**src/hw/mmu_pkg.sv**
```systemverilog
package mmu_pkg;

    //////////////////////////////////////////////////////////////////////
    // Sizes
    //////////////////////////////////////////////////////////////////////

    localparam int TLB_ENTRIES   = 32;
    localparam int TLB_INDEX_W   = 5;
    localparam int VPN2_W        = 19;
    localparam int ASID_W        = 8;
    localparam int MASK_W        = 12;
    localparam int PFN_W         = 20;
    localparam int PAGE_OFFSET_W = 12;

    //////////////////////////////////////////////////////////////////////
    // Types
    //////////////////////////////////////////////////////////////////////

    typedef logic [31:0]            vaddr_t;
    typedef logic [31:0]            word_t;
    typedef logic [TLB_INDEX_W-1:0] tlb_index_t;
    typedef logic [PFN_W-1:0]       pfn_t;

    // Half 0 from EntryLo0, half 1 from EntryLo1
    typedef struct packed {
        logic [VPN2_W-1:0] vpn2;
        logic [ASID_W-1:0] asid;
        logic [MASK_W-1:0] page_mask;
        logic              g;
        pfn_t              pfn0;
        logic [2:0]        c0;
        logic              d0;
        logic              v0;
        pfn_t              pfn1;
        logic [2:0]        c1;
        logic              d1;
        logic              v1;
    } tlb_entry_t;

    typedef tlb_entry_t tlb_array_t [TLB_ENTRIES];

endpackage

```
**src/hw/data_translate.sv**
```systemverilog
`timescale 1ns/1ns

module data_translate (
    input  logic            clk,
    input  logic            resetn,
    input  logic            exc_clear_i,
    input  mmu_pkg::vaddr_t mem_vaddr_i,
    input  logic            mem_store_i,
    input  logic            mem_valid_i,
    input  logic            data_ready_i,
    input  logic            hit_i,
    input  logic            valid_i,
    input  logic            dirty_i,
    input  mmu_pkg::pfn_t   pfn_i,
    output logic            mem_ready_o,
    output logic            mem_valid_o,
    output logic            mem_store_o,
    output mmu_pkg::vaddr_t mem_paddr_o,
    output logic            tlbl_d_o,
    output logic            tlbs_o,
    output logic            mod_o,
    output logic            refill_o,
    output mmu_pkg::vaddr_t badvaddr_o
);

    import mmu_pkg::*;

    logic   mapped_req;
    logic   miss_or_inv;
    logic   tlbl_d;
    logic   tlbs;
    logic   mod;
    logic   fault;
    logic   accept;
    vaddr_t paddr;

    //////////////////////////////////////////////////////////////////////
    // Fault detection
    //////////////////////////////////////////////////////////////////////

    assign mapped_req  = mem_valid_i && !mem_vaddr_i[31];
    assign miss_or_inv = !hit_i || !valid_i;

    assign tlbl_d = mapped_req && !mem_store_i && miss_or_inv;
    assign tlbs   = mapped_req && mem_store_i && miss_or_inv;
    // Store to a clean page
    assign mod    = mapped_req && mem_store_i && hit_i && valid_i && !dirty_i;
    assign fault  = tlbl_d || tlbs || mod;

    assign mem_ready_o = data_ready_i && !fault;
    assign accept      = mem_valid_i && mem_ready_o;

    assign paddr = mem_vaddr_i[31] ? mem_vaddr_i : {pfn_i, mem_vaddr_i[PAGE_OFFSET_W-1:0]};

    //////////////////////////////////////////////////////////////////////
    // Output stage
    //////////////////////////////////////////////////////////////////////

    always_ff @(posedge clk)
    begin
        if (!resetn)
        begin
            mem_valid_o <= 1'b0;
            mem_paddr_o <= '0;
        end
        else if (accept)
        begin
            mem_valid_o <= 1'b1;
            mem_paddr_o <= paddr;
        end
        else if (data_ready_i)
            mem_valid_o <= 1'b0;
    end

    always_ff @(posedge clk)
    begin
        if (accept)
            mem_store_o <= mem_store_i;
    end

    //////////////////////////////////////////////////////////////////////
    // Sticky causes
    //////////////////////////////////////////////////////////////////////

    always_ff @(posedge clk)
    begin
        if (!resetn || exc_clear_i)
        begin
            tlbl_d_o   <= 1'b0;
            tlbs_o     <= 1'b0;
            mod_o      <= 1'b0;
            refill_o   <= 1'b0;
            badvaddr_o <= '0;
        end
        else
        begin
            if (tlbl_d)
                tlbl_d_o <= 1'b1;
            if (tlbs)
                tlbs_o <= 1'b1;
            if (mod)
                mod_o <= 1'b1;
            // Plain miss needs the refill vector
            if (mapped_req && !hit_i)
                refill_o <= 1'b1;
            if (fault)
                badvaddr_o <= mem_vaddr_i;
        end
    end

endmodule

```
**config.mk**
```make
export PLATFORM = sky130hd
export DESIGN_NAME = data_translate
export DESIGN_NICKNAME = d
export VERILOG_FILES = /design/src/hw/mmu_pkg.sv /design/src/hw/data_translate.sv
export SDC_FILE = /design/constraint.sdc
export NUM_CORES = 1
export LEC_CHECK = 0
export ABC_AREA = 1
export BUFFER_PORTS_ARGS = -buffer_cell sky130_fd_sc_hd__buf_2
export CAP_MARGIN = 40
export CORE_ASPECT_RATIO = 0.7
export CORE_MARGIN = 3
export CORE_UTILIZATION = 50
export CTS_BUF_LIST = sky130_fd_sc_hd__clkbuf_8 sky130_fd_sc_hd__clkbuf_16
export DETAILED_ROUTE_END_ITERATION = 8
export HOLD_SLACK_MARGIN = 0.02
export PLACE_DENSITY = 0.84
export SYNTH_ARGS = -nofsm -noshare
export SYNTH_HDL_FRONTEND = slang
export SYNTH_SLANG_ARGS = --single-unit
```
**constraint.sdc**
```tcl
create_clock -name clk -period 2.1 [get_ports clk]
set_clock_uncertainty 0.05 [all_clocks]
set_input_delay 0.42 -clock clk [delete_from_list [all_inputs] [get_ports clk]]
set_output_delay 0.42 -clock clk [all_outputs]
set_load 0.005 [all_outputs]
```
==> metrics.md <==
| Metric | Value |
|---|---|
| Status | `finished clean` |
| # clock sinks | `70` |
| Ys flop type | `dfxtp_1` |
| P&R area growth vs syn | `28.7%` |
| R2R setup slack | `roughly 1.4 ns` |
| HPWL after DPL | `between 5 and 6 mm` |
| Setup violations, final | `0` |
| Vias/cell | `4.66` |
| Number of diodes | `0` |
| Tightest Pin Transition | `roughly 0.56 ns` |
| XOR/XNOR share of the synthesized area | `0` |
| Initial Utilization | `0.536` |
| Chip Width | `roughly 97 microns` |
| Unique masters post-synth | `19` |
| Largest family of logic cells by synthesized area | `simple AND/OR/NAND/NOR gates` |
| Critical path class | `in -> out` |
| F_max | `~600 MHz` |
| Initial DRC count | `~150` |
| Root Buffer | `clkbuf_8` |
| Nets@finish | `~620` |
| R2r startpoint | `mem_paddr_o[23]` |
| Post-route setup slack | `around 0.47 ns` |
| Place WS | `around 0.39 ns` |
| Grt total ovfl | `0` |
| Vias in the first global route | `between 2k and 3k` |
| IO buf count | `between 100 and 150` |
| Worst vdd ir | `0.413 mV` |
| Min Tclk post-route | `around 1.6 ns` |
| Cell mode on critical path | `buf_2` |
| Bufs on Longest Clock Path | `2` |
| DP Cell Count | `between 600 and 700` |
| CTS tree | `yes` |
| Post-Synth Simple-Gate Area | `0.354` |
| CP Launch Type | `input port` |
| First-pass GRT wire length | `12.7 mm` |
| Final instance area | `~3800 sq um` |
| First drt pass iteration count | `4` |
| Final WL | `around 7.7 mm` |
| Hold slack | `0.269 ns` |
| Num CTS Buffers | `9` |
| Min-delay src | `mem_store_i` |
| Worst path required time | `approximately 1.6 ns` |
| DRC violations left | `0` |
| All-layer global routing usage | `0.228` |
| Post-synth top area share | `0.473` |
| Mean Syn Cell Area | `around 6.7 sq um` |
| Yosys Warn Count | `0` |
| Critical Path Fanout Max | `4` |
| CTS H-tree lvls | `3` |
| Tcrit/Tclk final | `0.774` |
| Wirelength per Cell | `~12 microns` |
| Number of flops mapped to enable cells by yosys | `1` |
| Crit path DAT | `between 1 and 1.5 ns` |
| Asr flop ratio synth | `0` |
| Die Ht | `between 60 and 70 microns` |
| Post-synthesis compound-gate area fraction | `0.0660` |
| Mux cell area share after synthesis | `0` |
| Reg clk slew, reported paths | `around 0.070 ns` |
| Hold Path End | `mem_store_o` |
| Non-Filler Instances | `between 600 and 700` |
| Core ar. | `5450 sq um` |
| Cells taking the most area after synthesis | `dfxtp_1 47%, nand2_1 24%, nor2_1 9.3%` |
| Placed Instance Area | `approximately 3600 sq um` |
| Crit path cell chain | `buf_2, inv_2, nor2_4, nand2_2, nand3_1, inv_1, buf_2` |
| Initial antenna violation count | `0` |
| Site Rows | `22` |
| Final core utilization | `0.690` |
| Flops & latches, synth | `70` |
| Via count | `about 3k` |
| CP max stage cell | `buf_2` |
| RR Endpoint | `mem_paddr_o[23]` |
| Synth cell count leaders | `186 x nand2_1, 72 x nor2_1, 69 x dfxtp_1` |
| Die outline area | `around 7000 sq um` |
| Skew-Pair Late Insertion Delay | `around 0.33 ns` |
| R2r worst-path depth | `4` |
| Post-synth top area cell | `dfxtp_1` |
| # resized after CTS | `0` |
| Hold Violations, Final | `0` |
| Lkg Pwr | `2.10 nW` |
| Tot Pwr | `2.70 mW` |
| I/O pin cnt | `between 100 and 150` |
| Post-CTS Setup Bufs | `0` |
| Adder-cell share of the synthesized area | `0` |
| RSZ-0062 raised after global routing | `no` |
| Power Dens Cells | `a little over 700 nW/um^2` |
| Synthesized net count | `roughly 500` |
| Setup TNS | `0 ns` |
| Hold_buf cts | `0` |
| Layout cell share with drive strength beyond 1 | `0.286` |
| Syn Inst Count | `434` |
| Final Max Slew Viols | `0` |
| Sequential fraction of the synthesis area | `0.483` |
| Slew margin rel. | `0.629` |
| Cell count of the worst hold path | `1` |
| Pin count of the biggest net entering global routing | `64` |
| Max cap viols | `0` |
| RePlAce Congestion | `0.797` |
| Mapped Area | `2920 sq um` |
| Hold crit path type | `in -> reg` |
| Most common cell in the synthesized netlist | `nand2_1` |
| Post-route ant nets | `0` |
| CP Capture Type | `output pin` |
| Max incr delay on CP | `around 0.14 ns` |
## sequential cells by signal (all words and copies together) (netlist names)
| name | flops |
|---|---|
| tlbs_o | 1 |
| badvaddr_o | 32 |
| refill_o | 1 |
| mem_paddr_o | 32 |
| mod_o | 1 |
| mem_store_o | 1 |
| mem_valid_o | 1 |
| tlbl_d_o | 1 |
## critical path: cells and delay by family
kind	cells	cell delay, ns
buffers and inverters	4	0.38
and+or+nand+nor	3	0.34
## cells by family after synthesis
kind of cell / after synthesis
and+or+nand+nor: 265
DFF: 70
buffers and inverters: 63
AOI/OAI and AO/OA: 36
## cell usage in the layout (no fill, tap or decap)
cell and n:
inv_1 38, nor2_1 72, or2_1 1, nand4_4 1
buf_4 7, a21oi_1 32, clkbuf_8 10, nor2_4 1
buf_12 1, nand2_2 2, a31oi_1 2, nand3_1 1
nand3_2 1, buf_2 131, edfxtp_1 1, nand2_1 186
o21ba_2 2, inv_2 3, dfxtp_1 69, clkinv_2 2
## final cells by class
class / instances / area, sq um
clock inverters: 4 / 17.5
multi-input cells: 301 / 1230
well taps: 72 / 90.1
repair buffers: 139 / 728
fillers: 510 / 1690
clock buffers: 10 / 138
flip-flops and latches: 70 / 1410
inverters: 39 / 146
## power by group
part	internal (mW)	switching, mW	total [mW]
Clock	0.435	0.450	0.885
Combinational	0.164	0.228	0.392
Sequential	1.39	0.0317	1.42
Total	1.99	0.710	2.70
## worst max path at each step
stage,startpoint,to,slack (ns),cells past startpoint
final,mem_valid_i,mem_ready_o,0.47,7
after floorplan,resetn,badvaddr_o[31],0.75,6
after global placement,mem_valid_i,badvaddr_o[7],0.50,8
after global routing,mem_valid_i,mem_ready_o,0.41,7
after CTS,mem_valid_i,mem_ready_o,0.48,7
after detailed placement,mem_valid_i,badvaddr_o[29],0.39,8
## routing by layer
| metal | vias up | global-route usage | wire [microns] |
|---|---|---|---|
| met5 | - | 0 | 0 |
| met4 | 0 | 0.0492 | 86 |
| met3 | 9 | 0.0998 | 752 |
| met2 | 115 | 0.374 | 3540 |
| met1 | 1299 | 0.281 | 3300 |
| li1 | 1539 | - | - |
Power figures use the tool's default switching activity.
