<file path="config.mk">
export PLATFORM = sky130hd
export DESIGN_NAME = inst_translate
export DESIGN_NICKNAME = d
export VERILOG_FILES = /design/src/hw/mmu_pkg.sv /design/src/hw/inst_translate.sv
export SDC_FILE = /design/constraint.sdc
export NUM_CORES = 1
export LEC_CHECK = 0
export BUFFER_PORTS_ARGS = -buffer_cell sky130_fd_sc_hd__buf_2
export CELL_PAD_IN_SITES_DETAIL_PLACEMENT = 0
export CELL_PAD_IN_SITES_GLOBAL_PLACEMENT = 1
export CORE_AREA = 2 2 76 49
export DETAILED_ROUTE_END_ITERATION = 7
export DIE_AREA = 0 0 78 51
export PLACE_DENSITY = 0.77
export SLEW_MARGIN = 0
export SYNTH_ARGS = -nofsm -noshare
export SYNTH_HDL_FRONTEND = slang
export SYNTH_SLANG_ARGS = --single-unit
</file>
<file path="constraint.sdc">
create_clock -name clk -period 2.4 [get_ports clk]
set_clock_uncertainty 0.05 [all_clocks]
set_input_delay 0.36 -clock clk [delete_from_list [all_inputs] [get_ports clk]]
set_output_delay 0.36 -clock clk [all_outputs]
set_load 0.01 [all_outputs]
</file>
<file path="src/hw/mmu_pkg.sv">
package mmu_pkg;

    //////////////////////////////////////////////////////////////////////
    // Sizes
    //////////////////////////////////////////////////////////////////////

    localparam int TLB_ENTRIES   = 32;
    localparam int TLB_INDEX_W   = 5;
    localparam int VPN2_W        = 19;
    localparam int ASID_W        = 8;
    localparam int MASK_W        = 12;
    localparam int PFN_W         = 20;
    localparam int PAGE_OFFSET_W = 12;

    //////////////////////////////////////////////////////////////////////
    // Types
    //////////////////////////////////////////////////////////////////////

    typedef logic [31:0]            vaddr_t;
    typedef logic [31:0]            word_t;
    typedef logic [TLB_INDEX_W-1:0] tlb_index_t;
    typedef logic [PFN_W-1:0]       pfn_t;

    // Half 0 from EntryLo0, half 1 from EntryLo1
    typedef struct packed {
        logic [VPN2_W-1:0] vpn2;
        logic [ASID_W-1:0] asid;
        logic [MASK_W-1:0] page_mask;
        logic              g;
        pfn_t              pfn0;
        logic [2:0]        c0;
        logic              d0;
        logic              v0;
        pfn_t              pfn1;
        logic [2:0]        c1;
        logic              d1;
        logic              v1;
    } tlb_entry_t;

    typedef tlb_entry_t tlb_array_t [TLB_ENTRIES];

endpackage

</file>
<file path="src/hw/inst_translate.sv">
`timescale 1ns/1ns

module inst_translate (
    input  logic            clk,
    input  logic            resetn,
    input  logic            exc_clear_i,
    input  mmu_pkg::vaddr_t pc_i,
    input  logic            pc_valid_i,
    input  logic            pc_ready_i,
    input  logic            hit_i,
    input  logic            valid_i,
    input  mmu_pkg::pfn_t   pfn_i,
    output mmu_pkg::vaddr_t irom_pc_o,
    output logic            pc_valid_o,
    output logic            pc_ready_o,
    output logic            tlbl_i_o
);

    import mmu_pkg::*;

    logic mapped;
    logic fault;
    logic tlbl_q;

    assign mapped = !pc_i[31];

    // Fetch fault only counts on a real handshake
    assign fault = pc_valid_i && pc_ready_i && mapped && (!hit_i || !valid_i);

    always_ff @(posedge clk)
    begin
        if (!resetn || exc_clear_i)
            tlbl_q <= 1'b0;
        else if (fault)
            tlbl_q <= 1'b1;
    end

    assign tlbl_i_o = fault || tlbl_q;

    // Handshake blocked while the fault is pending
    assign pc_valid_o = pc_valid_i && !tlbl_q;
    assign pc_ready_o = pc_ready_i && !tlbl_q;

    always_comb
    begin
        if (mapped && hit_i && valid_i)
            irom_pc_o = {pfn_i, pc_i[PAGE_OFFSET_W-1:0]};
        else
            irom_pc_o = pc_i;
    end

endmodule

</file>
==> results of run 1 <==
-- worst reg2reg max path: cells and delay by family (launching register included) --
| kind | cells | cell delay [ns] |
|---|---|---|
| AO/OA/AOI/OAI | 1 | 0.19 |
| AND/OR/NAND/NOR | 1 | 0.18 |
| flip-flops | 1 | 0.32 |
-- layout make-up --
class / count / share of cell area
Inverter: 1 / 0.00496
Multi-Input combinational cell: 29 / 0.425
Tap cell: 47 / 0.0777
Sequential cell: 1 / 0.0264
Timing Repair Buffer: 70 / 0.466
-- report_power, final --
part / switching, W / internal [W] / total, W / leakage, nW
logic: 0.0000499 / 0.0000748 / 0.000125 / 0.462
clock network: 0 / 0 / 0 / 0
registers: 0.000000403 / 0.0000173 / 0.0000177 / 0.00809
-- how the worst max path moves through the flow --
stage	endpoint	cells past startpoint
after detailed placement	irom_pc_o[19]	5
after CTS	irom_pc_o[14]	5
after global placement	irom_pc_o[17]	5
after global routing	irom_pc_o[16]	5
final	irom_pc_o[19]	5
after floorplan	irom_pc_o[21]	4
-- through the flow --
stage,instance area (um^2),std cells,setup WS (ns),total power [W],hold WS (ns)
4_1_cts,757,148,0.626,0.000144,0.600
3_5_place_dp,757,148,0.628,0.000143,0.592
3_3_place_gp,757,148,0.620,0.000144,0.615
2_1_floorplan,467,45,0.885,0.000100,0.472
5_1_grt,757,148,0.569,0.000152,0.635
6_report,757,148,0.623,0.000142,0.603
-- logic make-up after synthesis --
family,count (synthesis),synth area share
buf+inv,15,0.268
mux,19,0.539
compound gates,2,0.0429
simple gates,8,0.107
flops,1,0.0429
-- metal layers --
layer  vias to the layer above  global-route usage  routed length (um)
li1                        262                   -                   -
met1                       222               0.109                 796
met2                        21              0.0819                 682
met3                         0              0.0212                 141
met4                         0             0.00292                   0
met5                         -                   0                   0
-- cell usage after synthesis --
| cell | count |
|---|---|
| inv_1 | 1 |
| nand3b_1 | 1 |
| nor2b_1 | 2 |
| buf_6 | 1 |
| nand3_1 | 1 |
| buf_4 | 12 |
| nand2_1 | 2 |
| mux2_2 | 9 |
| a41o_1 | 2 |
| and3b_1 | 2 |
| dfxtp_1 | 1 |
| mux2_4 | 10 |
| buf_12 | 1 |
==> flow_metrics.py, run 1 <==
metrics = {
    "outcome": {
        "outcome": "completed",
    },
    "hold_path": {
        "min_path_type": "primary input to flop",
        "hp-start": "pc_ready_i",
        "hold_path_depth": 2,
        "whs_endpoint": "tlbl_q",
    },
    "yosys": {
        "syn_nets": 104,
        "ys_seq_elements": 1,
        "ys_warn_count": 0,
        "avgSynthCellArea_um2": 10.4,
        "yosysTopAreaCell": "mux2_4",
        "ys_seq_area_frac": 0.0429,
        "yosys-top-cells-area": "mux2_4 (32%), mux2_2 (22%), buf_4 (19%), a41o_1 (4.3%), buf_12 (4.3%)",
        "synth.distinct_cells": 13,
        "netlist.area_leader.share": 0.322,
        "syn_area_um2": 467,
        "syn_inst": 45,
    },
    "global_route": {
        "grt_pass1_wl_mm": 2.17,
        "grt_start_max_net_pins": 20,
        "grt_remaining_overflow": 0,
        "antenna_found_initial": 0,
        "grt_usage": 0.0663,
        "grt_pass1_vias": 422,
    },
    "setup_path": {
        "cp.required_ns": 1.99,
        "path_buf_inv": 3,
        "cp_common_cell": "buf_2",
        "critPathArrivalTime_ns": 1.37,
        "r2r_cells": 2,
        "startpoint": "hit_i",
        "crit_path_max_incr_delay_ns": 0.37,
        "worst_setup_path_start_kind": "primary input",
        "endpoint_kind": "output port",
        "reg2reg_from": "tlbl_q",
        "cpMaxStageDelayCell": "mux2_2",
        "reg2reg_to": "tlbl_q",
        "reg2reg_slack_ns": 1.53,
        "crit_type": "primary input to output port",
        "cp_max_fo": 19,
        "crit_chain": "buf_2 > nand3b_1 > buf_4 > mux2_2 > buf_2",
        "path_delay_family": "buffers and inverters",
    },
    "route": {
        "drc": 0,
        "wire_per_inst_um": 10.9,
        "postRouteAntennaNets": 0,
        "vias": 505,
        "viasPerCell": 3.41,
        "routed_wl_mm": 1.62,
        "drt_pass1_iterations": 4,
        "first_iter_violations": 5,
    },
    "timing": {
        "period_needed_ns": 1.78,
        "max_freq_ghz": 0.563,
        "setup_tns_ns": 0,
        "final-setup-viol-count": 0,
        "tightest_slew_ns": 0.299,
        "drv_slew": 0,
        "timing.slew.headroom": 0.801,
        "hold_viol": 0,
        "grt_setup_unrepaired": "no",
        "period_share": 0.740,
    },
    "clock_network": {
        "holdBufCountCts": 0,
        "cts_resized": 0,
        "clkLatencyLatePin_ns": 0,
        "clk_pin_slew_ns": 0,
        "cts_setup_buffers": 0,
    },
    "final_layout": {
        "drive_above_1_share": 0.881,
        "regMostFlops": "tlbl_q",
        "final_common_cell": "buf_2",
        "largest_register_ffs": 1,
        "multi_input_area_um2": 322,
        "n_antenna_cell": 0,
        "fill_cells": 391,
        "regArea_um2": 20.0,
        "mostFrequentLayoutCells": "buf_2 (69), mux2_4 (10), mux2_2 (9)",
        "final_nets": 162,
        "area_growth_pct": 62.2,
        "postLayoutCoreUtil": 0.222,
        "largestRegisters": "tlbl_q: 1 flops",
    },
    "floorplan": {
        "chipWidth_um": 78,
        "die_area_um2": 3980,
        "ios": 94,
        "start_util": 0.137,
        "fp-row-count": 17,
        "core_um2": 3400,
        "die_h_um": 51,
    },
    "flow_run": {
        "cap_violations": 0,
    },
    "power_and_ir_drop": {
        "leakage_nw": 0.470,
        "irDropWorstVdd_mv": 0.0698,
        "power.density_nw_per_um2": 188,
    },
    "place": {
        "placement.io_buffers": 69,
        "place_hpwl_mm": 1.49,
        "routabilityCongestion": 0.691,
    },
}
(Power assumes the default switching activity.)
==> run 2, diff against run 1 <==
--- a/config.mk
+++ b/config.mk
@@ -8,10 +8,10 @@
 export BUFFER_PORTS_ARGS = -buffer_cell sky130_fd_sc_hd__buf_2
 export CELL_PAD_IN_SITES_DETAIL_PLACEMENT = 0
 export CELL_PAD_IN_SITES_GLOBAL_PLACEMENT = 1
-export CORE_AREA = 2 2 76 49
+export CORE_AREA = 2 2 84 54
 export DETAILED_ROUTE_END_ITERATION = 7
-export DIE_AREA = 0 0 78 51
-export PLACE_DENSITY = 0.77
+export DIE_AREA = 0 0 86 56
+export PLACE_DENSITY = 0.67
 export SLEW_MARGIN = 0
 export SYNTH_ARGS = -nofsm -noshare
 export SYNTH_HDL_FRONTEND = slang
==> constraint.sdc (replaced) <==
create_clock -name clk -period 1.5 [get_ports clk]
set_clock_uncertainty 0.05 [all_clocks]
set_input_delay 0.225 -clock clk [delete_from_list [all_inputs] [get_ports clk]]
set_output_delay 0.225 -clock clk [all_outputs]
set_load 0.01 [all_outputs]
==> run 2 against run 1 <==
Against the previous run:
- global-route usage down 0.26 points
- cell area grew 32%
- flip-flop and latch count stayed put
- critical path depth grew 1
- die area grew 21%
- combinational power increased by 120%
- worst setup slack got worse by 0.60 ns
- largest cell class unchanged
==> flow_metrics.py, run 2 (synthesized netlist as in run 1, its figures left out) <==
metrics = {
    "outcome": {
        "outcome": "completed",
    },
    "setup_path": {
        "worst_setup_path_start_kind": "primary input",
        "crit_chain": "buf_2 > nand3b_1 > buf_6 > clkbuf_16 > mux2_2 > buf_6",
        "cp_common_cell": "buf_6",
        "cpMaxStageDelayCell": "mux2_2",
        "crit_type": "primary input to output port",
        "cp_max_fo": 4,
        "crit_path_max_incr_delay_ns": 0.33,
        "path_delay_family": "buffers and inverters",
        "cp.required_ns": 1.22,
        "critPathArrivalTime_ns": 1.20,
        "endpoint_kind": "output port",
        "path_buf_inv": 4,
    },
    "place": {
        "post-place-ws_ns": -0.00244,
        "place_hpwl_mm": 1.59,
        "routabilityCongestion": 0.785,
        "placed_cell_area_um2": 781,
        "placement.io_buffers": 69,
    },
    "timing": {
        "grt_setup_unrepaired": "yes",
        "hold_viol": 0,
        "setup_tns_ns": 0,
        "tightest_slew_ns": 0.118,
        "timing.slew.headroom": 0.921,
        "max_freq_ghz": 0.676,
        "period_share": 0.987,
        "layout_setup_ws_ns": 0.0201,
        "final-setup-viol-count": 0,
        "period_needed_ns": 1.48,
        "fin_hold_ws_ns": 0.400,
        "drv_slew": 0,
    },
    "power_and_ir_drop": {
        "p_sw_w": 0.0000970,
        "leakage_nw": 0.588,
        "power_frac_clock": 0,
        "p_int_w": 0.000212,
        "irDropWorstVdd_mv": 0.0887,
        "power.density_nw_per_um2": 310,
        "comb_power_share": 0.909,
        "seqPwrFrac": 0.091,
        "p_sw_frac": 0.314,
    },
    "route": {
        "routed_wl_mm": 1.83,
        "first_iter_violations": 2,
        "drc": 0,
        "wire_per_inst_um": 11.7,
        "viasPerCell": 3.69,
        "postRouteAntennaNets": 0,
        "vias": 576,
        "drt_pass1_iterations": 2,
    },
    "floorplan": {
        "die_area_um2": 4820,
        "ios": 94,
        "start_util": 0.117,
        "fp-row-count": 18,
        "chipWidth_um": 86,
        "core_um2": 3990,
        "die_h_um": 56,
    },
    "final_layout": {
        "fill_cells": 429,
        "largestRegisters": "tlbl_q: 1 flops",
        "final_common_cell": "buf_2",
        "post-route-cell-area_um2": 997,
        "regMostFlops": "tlbl_q",
        "final_nets": 167,
        "mostFrequentLayoutCells": "buf_2 (50), buf_6 (20), mux2_4 (15), mux2_2 (4)",
        "postLayoutCoreUtil": 0.250,
        "drive_above_1_share": 0.887,
        "multi_input_area_um2": 340,
        "regArea_um2": 20.0,
        "n_antenna_cell": 0,
        "area_growth_pct": 114,
        "largest_register_ffs": 1,
    },
    "clock_network": {
        "holdBufCountCts": 0,
        "clkLatencyLatePin_ns": 0,
    },
    "global_route": {
        "grt_use_met3": 0.0163,
        "met1_usage": 0.0682,
        "grt_util_met2": 0.124,
        "grt_pass1_wl_mm": 2.59,
        "grt_remaining_overflow": 0,
        "grt_usage": 0.0637,
        "antenna_found_initial": 0,
        "grt_pass1_vias": 626,
        "grt_start_max_net_pins": 10,
        "grt.busiest_layer": "met2",
    },
    "flow_run": {
        "cap_violations": 0,
    },
    "hold_path": {
        "min_path_type": "primary input to output port",
    },
}
[run 2: cell types whose count changed in the layout (fill, tap and decap cells not counted), sizes merged]
cell and delta:
clkbuf +1, buf +4
[run 2: power by group through the flow]
stage	Combinational (W)	Clock, W	Sequential, W
after global routing	0.000299	0	0.0000283
after global placement	0.000208	0	0.0000282
after floorplan	0.000133	0	0.0000281
after detailed placement	0.000208	0	0.0000282
final	0.000281	0	0.0000282
after CTS	0.000219	0	0.0000282
[run 2: cell type report]
class                      instances  area share
timing repair buffer              75       0.572
multi-input combinational         29       0.341
tap                               50      0.0627
sequential                         1      0.0201
inverter                           1     0.00376
[run 2: per-stage QoR]
step,power (W),std cells
after floorplan,0.000161,45
after global placement,0.000236,152
after detailed placement,0.000236,152
after CTS,0.000247,154
after global routing,0.000327,156
final,0.000309,156
[run 2: worst paths after layout]
check / from / end / slack (ns) / cells after the start
setup / recovery: hit_i / irom_pc_o[19] / 0.02 / 6
hold / removal: pc_i[11] / irom_pc_o[11] / 0.40 / 0
setup reg to reg: tlbl_q / tlbl_q / 0.65 / 2
hold reg to reg: tlbl_q / tlbl_q / 0.59 / 2
[run 2: repair_timing]
| action | CTS | global route |
|---|---|---|
| endpoints found under the setup margin | 3 | 19 |
| buffers inserted | 1 | 1 |
| cloned | 1 | 1 |
| resized for setup | 3 | 28 |
| endpoints found under the hold margin | 0 | 0 |
| pin swaps | 0 | 1 |
[run 2: routing by layer]
metal  up-vias  share of wire
met4         0          0.016
met3         4           0.12
met5         -              0
met2        41           0.52
li1        273              -
met1       258           0.35
==> run 3, diff against run 2 <==
==> config.mk (replaced) <==
export PLATFORM = sky130hd
export DESIGN_NAME = inst_translate
export DESIGN_NICKNAME = d
export VERILOG_FILES = /design/src/hw/mmu_pkg.sv /design/src/hw/inst_translate.sv
export SDC_FILE = /design/constraint.sdc
export NUM_CORES = 1
export LEC_CHECK = 0
export CELL_PAD_IN_SITES_DETAIL_PLACEMENT = 0
export CELL_PAD_IN_SITES_GLOBAL_PLACEMENT = 1
export CORE_AREA = 2 2 43 45
export DETAILED_ROUTE_END_ITERATION = 7
export DIE_AREA = 0 0 45 47
export DONT_BUFFER_PORTS = 1
export PLACE_DENSITY = 0.63
export SLEW_MARGIN = 0
export SYNTH_ARGS = -nofsm -noshare
export SYNTH_HDL_FRONTEND = slang
export SYNTH_SLANG_ARGS = --single-unit
==> run 3 against run 2 <==
Against the previous run:
- sequential power is essentially flat
- global-route usage grew 0.55 points
- combinational power shrank 63%
- largest cell class is now multi-input combinational cells
- hold slack lost 0.058 ns
==> flow_metrics.py, run 3 (synthesized netlist as in run 1, its figures left out) <==
metrics = {
    "setup_path": {
        "r2r_cells": 2,
        "crit_chain": "nand3b_1 > buf_12 > mux2_4",
        "endpoint": "irom_pc_o[25]",
        "reg2reg_slack_ns": 0.65,
        "cpMaxStageDelayCell": "mux2_4",
        "crit_path_max_incr_delay_ns": 0.33,
        "reg2reg_to": "tlbl_q",
        "startpoint": "pc_i[31]",
        "crit_type": "primary input to output port",
        "worst_setup_path_start_kind": "primary input",
        "cp_max_fo": 19,
        "cp.required_ns": 1.22,
        "endpoint_kind": "output port",
        "critPathArrivalTime_ns": 0.92,
        "reg2reg_from": "tlbl_q",
    },
    "timing": {
        "drv_slew": 0,
        "final-setup-viol-count": 0,
        "period_needed_ns": 1.20,
        "timing.slew.headroom": 0.853,
        "hold_viol": 0,
        "grt_setup_unrepaired": "no",
        "setup_tns_ns": 0,
        "max_freq_ghz": 0.836,
        "layout_setup_ws_ns": 0.304,
        "period_share": 0.797,
        "tightest_slew_ns": 0.220,
    },
    "clock_network": {
        "cts_resized": 0,
        "holdBufCountCts": 0,
        "clk_pin_slew_ns": 0,
        "clkLatencyLatePin_ns": 0,
        "cts_setup_buffers": 0,
    },
    "power_and_ir_drop": {
        "leakage_nw": 0.204,
        "irDropWorstVdd_mv": 0.124,
        "power_frac_clock": 0,
        "power.density_nw_per_um2": 340,
        "p_sw_w": 0.0000488,
        "comb_power_share": 0.785,
        "seqPwrFrac": 0.215,
        "p_int_w": 0.0000827,
        "p_sw_frac": 0.371,
    },
    "final_layout": {
        "mostFrequentLayoutCells": "mux2_4 (10), mux2_2 (9)",
        "largest_register_ffs": 1,
        "largestRegisters": "tlbl_q: 1 flops",
        "final_nets": 93,
        "fill_cells": 184,
        "area_growth_pct": -17.2,
        "regMostFlops": "tlbl_q",
        "n_antenna_cell": 0,
        "final_common_cell": "mux2_4",
        "drive_above_1_share": 0.625,
    },
    "floorplan": {
        "die_h_um": 47,
        "die_area_um2": 2120,
        "ios": 94,
        "chipWidth_um": 45,
        "core_um2": 1650,
        "start_util": 0.283,
        "fp-row-count": 15,
    },
    "global_route": {
        "grt_pass1_vias": 278,
        "grt_remaining_overflow": 0,
        "grt_start_max_net_pins": 20,
        "grt_pass1_wl_mm": 1.15,
        "antenna_found_initial": 0,
        "grt_usage": 0.0692,
    },
    "route": {
        "drc": 0,
        "wire_per_inst_um": 19.1,
        "postRouteAntennaNets": 0,
        "viasPerCell": 6.20,
        "first_iter_violations": 0,
        "vias": 304,
        "routed_wl_um": 937,
        "drt_pass1_iterations": 1,
    },
    "place": {
        "post-place-ws_ns": 0.298,
        "place_hpwl_um": 879,
        "placement.io_buffers": 0,
        "routabilityCongestion": 0.685,
    },
    "flow_run": {
        "cap_violations": 0,
    },
    "outcome": {
        "outcome": "completed",
    },
    "hold_path": {
        "hp-start": "pc_ready_i",
        "min_path_type": "primary input to flop",
    },
}
run 3: changes by cell type in the layout (fill, tap and decap cells not counted):
cell       before  now
clkbuf_16       1    0
mux2_4         15   10
buf_16          1    0
buf_6          20    0
buf_4           1    0
buf_8           1    0
mux2_2          4    9
buf_2          50    0
run 3: per-layer routing:
metal	track usage	vias to the layer above	share of wire
li1	-	124	-
met1	0.0594	135	0.23
met2	0.166	45	0.58
met3	0.0115	0	0.18
met4	0	0	0
met5	0	-	0
run 3: critical path, delay by kind of cell:
kind | cells | cell delay (ns)
multiplexers | 1 | 0.33
AND/OR/NAND/NOR | 1 | 0.18
buffers and inverters | 1 | 0.18
run 3: worst min-delay path by stage:
stage               endpoint  slack, ns  cells past startpoint
CTS                   tlbl_q       0.34                      1
global route          tlbl_q       0.36                      1
detailed placement    tlbl_q       0.34                      1
floorplan             tlbl_q       0.34                      1
finish                tlbl_q       0.34                      1
global placement      tlbl_q       0.34                      1
run 3: layout make-up:
class,instances,area [um^2],area share
Tap cell,17,21.3,0.0550
Inverter,1,3.75,0.00971
Sequential cell,1,20.0,0.0518
Timing Repair Buffer,1,20.0,0.0518
Multi-Input combinational cell,29,322,0.832
run 3: per-stage QoR:
| step | instance area (um^2) | util | total power, W | hold WS [ns] | instances |
|---|---|---|---|---|---|
| 2_1_floorplan | 467 | - | 0.000161 | 0.337 | 45 |
| 3_3_place_gp | 387 | 0.234 | 0.000132 | 0.344 | 49 |
| 3_5_place_dp | 387 | 0.234 | 0.000133 | 0.343 | 49 |
| 4_1_cts | 387 | 0.234 | 0.000133 | 0.343 | 49 |
| 5_1_grt | 387 | 0.234 | 0.000139 | 0.359 | 49 |
| 6_report | 387 | 0.234 | 0.000131 | 0.342 | 49 |
run 3: power by group through the flow:
stage	Sequential, W	Clock [W]	Combinational, W
finish	0.0000282	0	0.000103
global route	0.0000283	0	0.000111
CTS	0.0000282	0	0.000105
detailed placement	0.0000282	0	0.000105
global placement	0.0000282	0	0.000104
floorplan	0.0000281	0	0.000133
